[src/hdl/spiUnit_consts.svh]
// Bus and frame widths for the SPI slave unit, included by its package and RTL modules
`ifndef SPI_UNIT_CONSTS_SVH
`define SPI_UNIT_CONSTS_SVH

// ------------------------------
// USI register bus
// ------------------------------

// Register address width
`define SPI_ADRS_BITS 16

// Read and write data width
`define SPI_DATA_BITS 32

// ------------------------------
// SPI frame
// ------------------------------

// Opcode field, first byte of every frame
`define SPI_OP_BITS 8

// Flops per pin synchronizer
`define SPI_SYNC_STAGES 2

`endif

[src/hdl/spiUnitPkg.sv]
// Opcode, state and transfer types shared by the SPI slave unit, imported by each module
`default_nettype none
`include "spiUnit_consts.svh"

package spiUnitPkg;

	// ------------------------------
	// Frame opcodes
	// ------------------------------
	// Any other value is dropped by the decoder
	typedef enum logic [`SPI_OP_BITS-1:0] {
		OP_WRITE = 8'h02,
		OP_READ  = 8'h03
	} spiOpcode_e;

	// ------------------------------
	// FSM states
	// ------------------------------
	// Frame decoder, DROP waits for CS high
	typedef enum logic [2:0] {
		DEC_IDLE,
		DEC_OPCODE,
		DEC_ADRS,
		DEC_DUMMY,
		DEC_DATA,
		DEC_DROP
	} decodeState_e;

	// Four-phase bus handshake
	typedef enum logic [1:0] {
		BUS_IDLE,
		BUS_REQ,
		BUS_RELEASE,
		BUS_DONE
	} busState_e;

	// ------------------------------
	// Transfers
	// ------------------------------
	// Decoded frame, valid is a single cycle pulse
	typedef struct packed {
		logic                      valid;
		spiOpcode_e                op;
		logic [`SPI_ADRS_BITS-1:0] adrs;
		logic [`SPI_DATA_BITS-1:0] wd;
	} usiCmd_t;

	// Held on the USI bus for one request
	typedef struct packed {
		logic [`SPI_ADRS_BITS-1:0] adrs;
		logic [`SPI_DATA_BITS-1:0] wd;
		logic                      we;
	} usiReq_t;

endpackage

`default_nettype wire

[src/hdl/misoResult.sv]
// MISO driver, holds the bus read result and shifts it to the SPI master after the dummy byte
`default_nettype none
`include "spiUnit_consts.svh"

module misoResult (
	input  logic                      sysClk,
	input  logic                      rstN,
	input  logic [`SPI_DATA_BITS-1:0] rdData,
	input  logic                      rdValid,
	input  logic                      shiftStart,
	input  logic                      sckFall,
	input  logic                      spiCsN,
	output logic                      spiMiso
);

	logic [`SPI_SYNC_STAGES-1:0] csSr;
	logic                        csSync;
	logic [`SPI_DATA_BITS-1:0]   rdWord;
	logic [`SPI_DATA_BITS-1:0]   shiftReg;
	logic                        pending;
	logic                        active;
	logic                        holdFirst;

	assign csSync = csSr[`SPI_SYNC_STAGES-1];

	// ------------------------------
	// Pending word and shift control
	// ------------------------------
	always_ff @(posedge sysClk or negedge rstN)
	begin
		if (!rstN)
		begin
			csSr      <= '1;
			pending   <= 1'b0;
			active    <= 1'b0;
			holdFirst <= 1'b0;
		end
		else
		begin
			csSr <= {csSr[`SPI_SYNC_STAGES-2:0], spiCsN};
			if (shiftStart)
				pending <= 1'b0;
			else if (rdValid)
				pending <= 1'b1;
			// Frame end stops driving
			if (csSync)
			begin
				active    <= 1'b0;
				holdFirst <= 1'b0;
			end
			else if (shiftStart)
			begin
				active    <= 1'b1;
				holdFirst <= 1'b1;
			end
			// Bit 31 must survive the fall before its sampling edge
			else if (sckFall)
				holdFirst <= 1'b0;
		end
	end

	always_ff @(posedge sysClk)
	begin
		if (rdValid)
			rdWord <= rdData;
		// Late rdValid on the same cycle still makes it
		if (shiftStart)
			shiftReg <= rdValid ? rdData : rdWord;
		else if (sckFall && active && !holdFirst)
			shiftReg <= {shiftReg[`SPI_DATA_BITS-2:0], 1'b1};
	end

	// Idle high
	assign spiMiso = (spiCsN || !active) ? 1'b1 : shiftReg[`SPI_DATA_BITS-1];

	// Bus read has to finish within the dummy byte
	readInTime: assert property (@(posedge sysClk) disable iff (!rstN)
		shiftStart |-> (pending || rdValid))
		else $error("Read data not ready at end of dummy byte");

endmodule

`default_nettype wire

[src/hdl/spiFrameDecode.sv]
// SPI mode 0 slave front end, synchronizes the pins and assembles frames into USI commands
`default_nettype none
`include "spiUnit_consts.svh"

module spiFrameDecode
	import spiUnitPkg::*;
(
	input  logic    sysClk,
	input  logic    rstN,
	input  logic    spiSck,
	input  logic    spiCsN,
	input  logic    spiMosi,
	output usiCmd_t cmd,
	output logic    frameIntr,
	output logic    shiftStart,
	output logic    sckFall
);

	localparam int CNT_BITS = $clog2(`SPI_DATA_BITS);

	// ------------------------------
	// Pin synchronizers
	// ------------------------------
	logic [`SPI_SYNC_STAGES-1:0] sckSr;
	logic [`SPI_SYNC_STAGES-1:0] csSr;
	logic [`SPI_SYNC_STAGES-1:0] mosiSr;
	logic                        sckDly;
	logic                        sckSync;
	logic                        csSync;
	logic                        mosiSync;
	logic                        sckRise;

	always_ff @(posedge sysClk or negedge rstN)
	begin
		if (!rstN)
		begin
			sckSr  <= '0;
			csSr   <= '1;
			mosiSr <= '0;
			sckDly <= 1'b0;
		end
		else
		begin
			sckSr  <= {sckSr[`SPI_SYNC_STAGES-2:0], spiSck};
			csSr   <= {csSr[`SPI_SYNC_STAGES-2:0], spiCsN};
			mosiSr <= {mosiSr[`SPI_SYNC_STAGES-2:0], spiMosi};
			// Previous SCK level for edge detect
			sckDly <= sckSync;
		end
	end

	assign sckSync  = sckSr[`SPI_SYNC_STAGES-1];
	assign csSync   = csSr[`SPI_SYNC_STAGES-1];
	assign mosiSync = mosiSr[`SPI_SYNC_STAGES-1];
	assign sckRise  = sckSync & ~sckDly;
	assign sckFall  = ~sckSync & sckDly;

	// ------------------------------
	// Field shifter and bit count
	// ------------------------------
	decodeState_e                state;
	logic [CNT_BITS-1:0]         bitCnt;
	logic [CNT_BITS-1:0]         fieldLast;
	logic                        lastBit;
	logic [`SPI_DATA_BITS-1:0]   shiftIn;
	logic [`SPI_DATA_BITS-1:0]   newWord;
	logic                        opValid;

	// Index of the final bit in the current field
	always_comb
	begin
		case (state)
			DEC_OPCODE: fieldLast = CNT_BITS'(`SPI_OP_BITS - 1);
			DEC_ADRS:   fieldLast = CNT_BITS'(`SPI_ADRS_BITS - 1);
			DEC_DUMMY:  fieldLast = CNT_BITS'(7);
			default:    fieldLast = CNT_BITS'(`SPI_DATA_BITS - 1);
		endcase
	end

	// Word as it stands once the sampled bit is in
	assign newWord = {shiftIn[`SPI_DATA_BITS-2:0], mosiSync};
	assign lastBit = sckRise && (bitCnt == fieldLast);
	assign opValid = (newWord[`SPI_OP_BITS-1:0] == OP_WRITE) ||
	                 (newWord[`SPI_OP_BITS-1:0] == OP_READ);

	// ------------------------------
	// Frame FSM
	// ------------------------------
	logic                      cmdValid;
	spiOpcode_e                opReg;
	logic [`SPI_ADRS_BITS-1:0] adrsReg;
	logic [`SPI_DATA_BITS-1:0] wdReg;

	always_ff @(posedge sysClk or negedge rstN)
	begin
		if (!rstN)
		begin
			state      <= DEC_IDLE;
			bitCnt     <= '0;
			cmdValid   <= 1'b0;
			shiftStart <= 1'b0;
			frameIntr  <= 1'b0;
		end
		else
		begin
			cmdValid   <= 1'b0;
			shiftStart <= 1'b0;
			// Only valid opcodes ever reach cmdValid
			frameIntr  <= cmdValid;
			if (state == DEC_IDLE)
				bitCnt <= '0;
			else if (sckRise)
				bitCnt <= lastBit ? '0 : bitCnt + 1'b1;
			// CS high aborts whatever is in flight
			if (csSync)
				state <= DEC_IDLE;
			else if (lastBit)
			begin
				case (state)
					DEC_OPCODE:
						state <= opValid ? DEC_ADRS : DEC_DROP;
					DEC_ADRS:
					begin
						// Read goes to the bus now, the dummy byte covers its latency
						if (opReg == OP_READ)
						begin
							cmdValid <= 1'b1;
							state    <= DEC_DUMMY;
						end
						else
							state <= DEC_DATA;
					end
					DEC_DUMMY:
					begin
						shiftStart <= 1'b1;
						state      <= DEC_DROP;
					end
					DEC_DATA:
					begin
						cmdValid <= 1'b1;
						state    <= DEC_DROP;
					end
					default:
						state <= state;
				endcase
			end
			else if (state == DEC_IDLE)
				state <= DEC_OPCODE;
		end
	end

	// Captured fields
	always_ff @(posedge sysClk)
	begin
		if (sckRise)
			shiftIn <= newWord;
		if (lastBit && state == DEC_OPCODE)
			opReg <= spiOpcode_e'(newWord[`SPI_OP_BITS-1:0]);
		if (lastBit && state == DEC_ADRS)
			adrsReg <= newWord[`SPI_ADRS_BITS-1:0];
		if (lastBit && state == DEC_DATA)
			wdReg <= newWord;
	end

	always_comb
	begin
		cmd.valid = cmdValid;
		cmd.op    = opReg;
		cmd.adrs  = adrsReg;
		cmd.wd    = wdReg;
	end

	// A command must never escape after the master has released CS
	cmdInsideFrame: assert property (@(posedge sysClk) disable iff (!rstN)
		cmd.valid |-> !csSync)
		else $error("cmd.valid raised while CS is high");

endmodule

`default_nettype wire

[src/hdl/spiUnit.sv]
// SPI slave unit top, bridges an external SPI master onto the USI register bus
`default_nettype none
`include "spiUnit_consts.svh"

module spiUnit
	import spiUnitPkg::*;
(
	input  logic                      sysClk,
	input  logic                      rstN,
	// SPI pins
	input  logic                      spiSck,
	input  logic                      spiCsN,
	input  logic                      spiMosi,
	output logic                      spiMiso,
	// USI bus
	output logic                      usiReq,
	output usiReq_t                   usiInfo,
	input  logic                      usiAck,
	input  logic [`SPI_DATA_BITS-1:0] usiRd,
	// One pulse per accepted frame
	output logic                      frameIntr
);

	usiCmd_t                   cmd;
	logic [`SPI_DATA_BITS-1:0] rdData;
	logic                      rdValid;
	logic                      shiftStart;
	logic                      sckFall;

	// ------------------------------
	// Frame in, bus out, result back
	// ------------------------------
	spiFrameDecode u_decode (
		.sysClk     (sysClk),
		.rstN       (rstN),
		.spiSck     (spiSck),
		.spiCsN     (spiCsN),
		.spiMosi    (spiMosi),
		.cmd        (cmd),
		.frameIntr  (frameIntr),
		.shiftStart (shiftStart),
		.sckFall    (sckFall)
	);

	usiBusExecute u_execute (
		.sysClk  (sysClk),
		.rstN    (rstN),
		.cmd     (cmd),
		.usiReq  (usiReq),
		.usiInfo (usiInfo),
		.usiAck  (usiAck),
		.usiRd   (usiRd),
		.rdData  (rdData),
		.rdValid (rdValid)
	);

	misoResult u_result (
		.sysClk     (sysClk),
		.rstN       (rstN),
		.rdData     (rdData),
		.rdValid    (rdValid),
		.shiftStart (shiftStart),
		.sckFall    (sckFall),
		.spiCsN     (spiCsN),
		.spiMiso    (spiMiso)
	);

endmodule

`default_nettype wire

[src/hdl/usiBusExecute.sv]
// USI bus master side, runs each decoded SPI command as one four-phase req/ack transfer
`default_nettype none
`include "spiUnit_consts.svh"

module usiBusExecute
	import spiUnitPkg::*;
(
	input  logic                      sysClk,
	input  logic                      rstN,
	input  usiCmd_t                   cmd,
	output logic                      usiReq,
	output usiReq_t                   usiInfo,
	input  logic                      usiAck,
	input  logic [`SPI_DATA_BITS-1:0] usiRd,
	output logic [`SPI_DATA_BITS-1:0] rdData,
	output logic                      rdValid
);

	busState_e busState;
	logic      isRead;

	// ------------------------------
	// Handshake FSM
	// ------------------------------
	always_ff @(posedge sysClk or negedge rstN)
	begin
		if (!rstN)
		begin
			busState <= BUS_IDLE;
			isRead   <= 1'b0;
		end
		else
		begin
			case (busState)
				BUS_IDLE:
					if (cmd.valid)
					begin
						isRead   <= (cmd.op == OP_READ);
						busState <= BUS_REQ;
					end
				// Wait for slave ack
				BUS_REQ:
					if (usiAck)
						busState <= BUS_RELEASE;
				// Req is low here, wait for ack to fall
				BUS_RELEASE:
					if (!usiAck)
						busState <= BUS_DONE;
				default:
					busState <= BUS_IDLE;
			endcase
		end
	end

	// Request info and read capture
	always_ff @(posedge sysClk)
	begin
		if (busState == BUS_IDLE && cmd.valid)
		begin
			usiInfo.adrs <= cmd.adrs;
			usiInfo.wd   <= cmd.wd;
			usiInfo.we   <= (cmd.op == OP_WRITE);
		end
		// Slave data is valid alongside ack
		if (busState == BUS_REQ && usiAck && isRead)
			rdData <= usiRd;
	end

	assign usiReq  = (busState == BUS_REQ);
	assign rdValid = (busState == BUS_DONE) && isRead;

	// ------------------------------
	// Protocol checks
	// ------------------------------
	// Frames must not outrun the bus
	noOverlap: assert property (@(posedge sysClk) disable iff (!rstN)
		cmd.valid |-> busState == BUS_IDLE)
		else $error("New command while bus transfer is busy");

endmodule

`default_nettype wire

[config.mk]
export PLATFORM = sky130hd
export DESIGN_NAME = spiUnit
export DESIGN_NICKNAME = d
export VERILOG_FILES = /design/src/hdl/spiUnitPkg.sv /design/src/hdl/misoResult.sv /design/src/hdl/spiFrameDecode.sv /design/src/hdl/spiUnit.sv /design/src/hdl/usiBusExecute.sv
export VERILOG_INCLUDE_DIRS = /design/src /design/src/hdl
export SDC_FILE = /design/constraint.sdc
export NUM_CORES = 1
export LEC_CHECK = 0
export ABC_AREA = 1
export ABC_CLOCK_PERIOD_IN_PS = 9960
export BUFFER_PORTS_ARGS = -buffer_cell sky130_fd_sc_hd__buf_4
export CORE_ASPECT_RATIO = 0.7
export CORE_MARGIN = 2
export CORE_UTILIZATION = 49
export CTS_CLUSTER_SIZE = 30
export DETAILED_ROUTE_END_ITERATION = 8
export PLACE_DENSITY = 0.67
export REMOVE_ABC_BUFFERS = 1
export SYNTH_ARGS = -nofsm -noshare
export SYNTH_HDL_FRONTEND = slang
export SYNTH_HIERARCHICAL = 1
export SYNTH_SLANG_ARGS = --single-unit
[constraint.sdc]
create_clock -name sysClk -period 9.96 [get_ports sysClk]
set_input_delay 1.992 -clock sysClk [delete_from_list [all_inputs] [get_ports sysClk]]
set_output_delay 1.992 -clock sysClk [all_outputs]
set_load 0.02 [all_outputs]
==> results.txt <==
The flow ran to the end, and the final reports show no timing, DRC or antenna violations. The run gives 0.001708 W as the internal cell power. The worst setup path is launched from an input port. For the number of nets in the final layout, the log shows 836.

Pin placement for this block handled 90 I/O pins. IR analysis of the VDD net gives a maximum drop of 0.0001638 V. In this run, post-CTS hold repair placed 0 buffers. Before antenna repair, the detailed router went through 4 iterations.

Buffers inserted during clock tree synthesis total 24. Clock latency at the later pin of the worst-skew pair: 0.51 ns. The logs give 50 for the pin count of the biggest net entering global routing and 5126 for the number of vias after detailed routing. The maximum cell stage delay along the critical path was 0.15 ns. Routability-driven placement finished with a final weighted congestion of 0.8354. The switching portion of total power is 0.1863. The cell type with the highest occurrence count on the critical path was buf_4.

With fillers left out, the area of the finished cells amounts to 10920 um^2. Dividing the synthesized area by the synthesized cell count gives 13.45 um^2. The tree is rooted in a clkbuf_16. In this run the worst path has a maximum fanout of 3.

The sequential area share after synthesis came out at 0.7889. Post-detailed-route wirelength per cell: 14.67 um. Counting distinct cell types in the post-synthesis netlist gives 29.

Hold timing on the final database bottoms out at a slack of 0.3578 ns. The share of total power in sequential cells came out at 0.556. In the final timing run, aggregate negative setup slack is 0 ns. The path type of the worst setup path is input port to output pin. The worst path meets setup with 5.567 ns of slack. The number of endpoints with negative hold slack in the final report was 0; the relative max-transition margin was 0.2139. The prevailing post-synth register cell was edfxtp_1. TritonCTS built the clock tree. Setup repair after global routing left no endpoint under its margin.

The height of the die was 118.8 um. Summed over all instances, the cell type with the most area after synthesis is edfxtp_1. Count of buffering cells on the critical path with inverters included: 2. Once the clock tree was built, the setup fixing pass inserted 0 buffers. Counting every instance in the synthesized netlist gives 686. The effective utilization at floorplan was 0.5065. The worst hold path belongs to the class register to register. The tools report the site row count as 41. Among cell families on the critical path, the largest total delay comes from buffers and inverters. The clock-pin slew of the registers on the worst-case setup and hold paths came out at 0.06 ns. For this run, the top clock speed supported by timing is 0.2276 GHz. The cell depth of the worst hold path was 0; the number of max-slew violations in the final report was 0. The number of antenna diodes in the final layout is 0. The number of gates resized after CTS was 0.

The logs give 9224 um^2 for the summed instance area of the synthesized netlist and 324 for the number of violations reported at the end of detailed-routing iteration 0. The initial antenna violation count was 0. The synthesized design contains 200 enable-type register cells. Data arrives at the worst endpoint at 2.40 ns. The logs give 19950 um^2 for the die footprint and 18210 um^2 for the core outline area. Area share of the largest cell type after synthesis: 0.6511. At the worst endpoint, the required time is 7.97 ns.

The count of warnings emitted by yosys was 6. The total DRC errors in the routed layout is 0. Power spread over the standard cell area amounts to 192.2 nW/um^2. The run gives 0.1589 as the all-layer global routing usage. The signal on the critical path passes through buf_4 -> nor2_1 -> nand2_1 -> buf_4. Total leakage power: 4.487 nW.

The largest individual stage delay along the critical path comes from the cell buf_4. Cell with the most instances after synthesis: edfxtp_1. The clock passes through at most 3 buffers. In the synthesized netlist, the cells that appear most often are edfxtp_1, nand2_1, inv_1.

The fraction of power consumed by combinational cells came out at 0.014. After detailed routing, the number of vias per cell comes to 4.896. After global routing the overflow that remains totals 0.

The clock network fraction of design power is 0.429. Counting flops and latches in the post-synthesis netlist gives 257. For the final number of setup-violating endpoints, the log shows 0. Summed over all nets, the switching power comes to 0.0003911 W. After layout, the minimum clock period comes to 4.393 ns.

The total placed instance area is 10140 um^2. For the pre-CTS worst setup slack, the log shows 5.565 ns. Ranked by total cell area, the synthesized netlist is headed by edfxtp_1, nand2_1, dfxtp_1. The tool flagged a number of max-cap violations equal to 0.

The HPWL after detailed placement is 9527 um. The number of levels in the clock H-tree was 1. CTS saw 257 sinks.

STA classifies the critical path endpoint as an output pin. From synthesis to final layout, the design area changed by 18.43%. The critical path crosses 4 cells after its start point.

The logic depth of the worst register-to-register path was 7; the horizontal die dimension was 168.0 um. The fraction of registers with async set/reset was 0.09728. Once detail routing completed, the nets flagged for antenna violations numbered 0. The first global-routing pass estimated 25520 um of wire. The logs give 5147 for the via count of the first global-routing pass and 0.01378 ns for the final setup skew. The ratio of cells with drive above 1 in the final layout works out to 0.1948. The number of port buffers was 89; the period utilization was 0.4411. At the pin with the least slew margin, the transition time is 1.170 ns.

After detailed routing, the total wire length is 15360 um.
-- layout make-up --
cell class	count	area [um^2]
Sequential cell	257	7277
Clock inverter	8	90.09
Fill cell	1428	7287
Tap cell	236	295.3
Timing Repair Buffer	96	720.7
Multi-Input combinational cell	311	1455
Clock buffer	36	696.9
Inverter	103	389.1
-- power groups by stage --
| stage | Clock, W | Sequential (W) | Combinational, W |
|---|---|---|---|
| 5_1_grt | 0.000967 | 0.00117 | 0.0000341 |
| 3_5_place_dp | 0 | 0.00119 | 0.0000302 |
| 2_1_floorplan | 0 | 0.00119 | 0.0000129 |
| 4_1_cts | 0.000929 | 0.00117 | 0.0000304 |
| 3_3_place_gp | 0 | 0.00119 | 0.0000282 |
| 6_report | 0.000902 | 0.00117 | 0.0000302 |
-- sequential cells by signal (all words and copies together) (netlist names), 2 cells and up --
register,count
u_decode/adrsReg,16
u_decode/bitCnt,5
u_decode/csSr,2
u_decode/mosiSr,2
u_decode/opReg,8
u_decode/sckSr,2
u_decode/shiftIn,31
u_decode/state,3
u_decode/wdReg,32
u_execute/busState,2
u_execute/rdData,32
u_execute/usiInfo,49
u_result/csSr,2
u_result/rdWord,32
u_result/shiftReg,32
-- routing by layer --
| layer | vias to the layer above | share of wire | global-route usage | wire length, um |
|---|---|---|---|---|
| met1 | 2492 | 0.44 | 0.2114 | 6820 |
| li1 | 2472 | - | - | - |
| met2 | 120 | 0.48 | 0.2634 | 7426 |
| met5 | - | 0 | 0 | 0 |
| met4 | 0 | 0.031 | 0.05761 | 471 |
| met3 | 42 | 0.042 | 0.02947 | 642 |
-- cell usage in the layout (no fill, tap or decap), types with 4 or more instances in the layout --
master,count
a21oi_1,5
clkbuf_16,25
edfxtp_1,200
inv_2,5
nand4_1,5
nor2_1,23
dfxtp_1,32
nand2_1,171
nand2_2,9
inv_1,97
clkbuf_1,8
and2_1,31
dfrtp_1,21
buf_4,96
nand3_1,42
dfstp_2,4
nor2_2,4
ha_1,5
-- per-stage QoR --
stage / util / power [W] / instances
floorplan: - / 0.001200 / 671
global placement: 0.5566 / 0.001217 / 1003
detailed placement: 0.5566 / 0.001220 / 1003
CTS: 0.5999 / 0.002127 / 1047
global route: 0.5999 / 0.002169 / 1047
finish: 0.5999 / 0.002099 / 1047
-- logic make-up after synthesis --
group                    synth area share
adder cells (fa/ha/maj)          0.006782
flip-flops                         0.7889
XOR/XNOR                         0.002849
AND/OR/NAND/NOR                    0.1400
buffers and inverters             0.05399
AO/OA/AOI/OAI                    0.007460
-- final timing paths --
path | startpoint | endpoint | slack, ns
max reg2reg | u_decode/bitCnt[0] | u_decode/opReg[0] | 7.52
max | spiCsN | spiMiso | 5.57
min reg2reg | u_result/csSr[0] | u_result/csSr[1] | 0.36
min | u_result/csSr[0] | u_result/csSr[1] | 0.36
max in group asynchronous | rstN | u_result/csSr[1] | 8.27
min in group asynchronous | rstN | u_execute/busState[0] | 1.39
No activity file was read; power rests on OpenSTA's default activity.
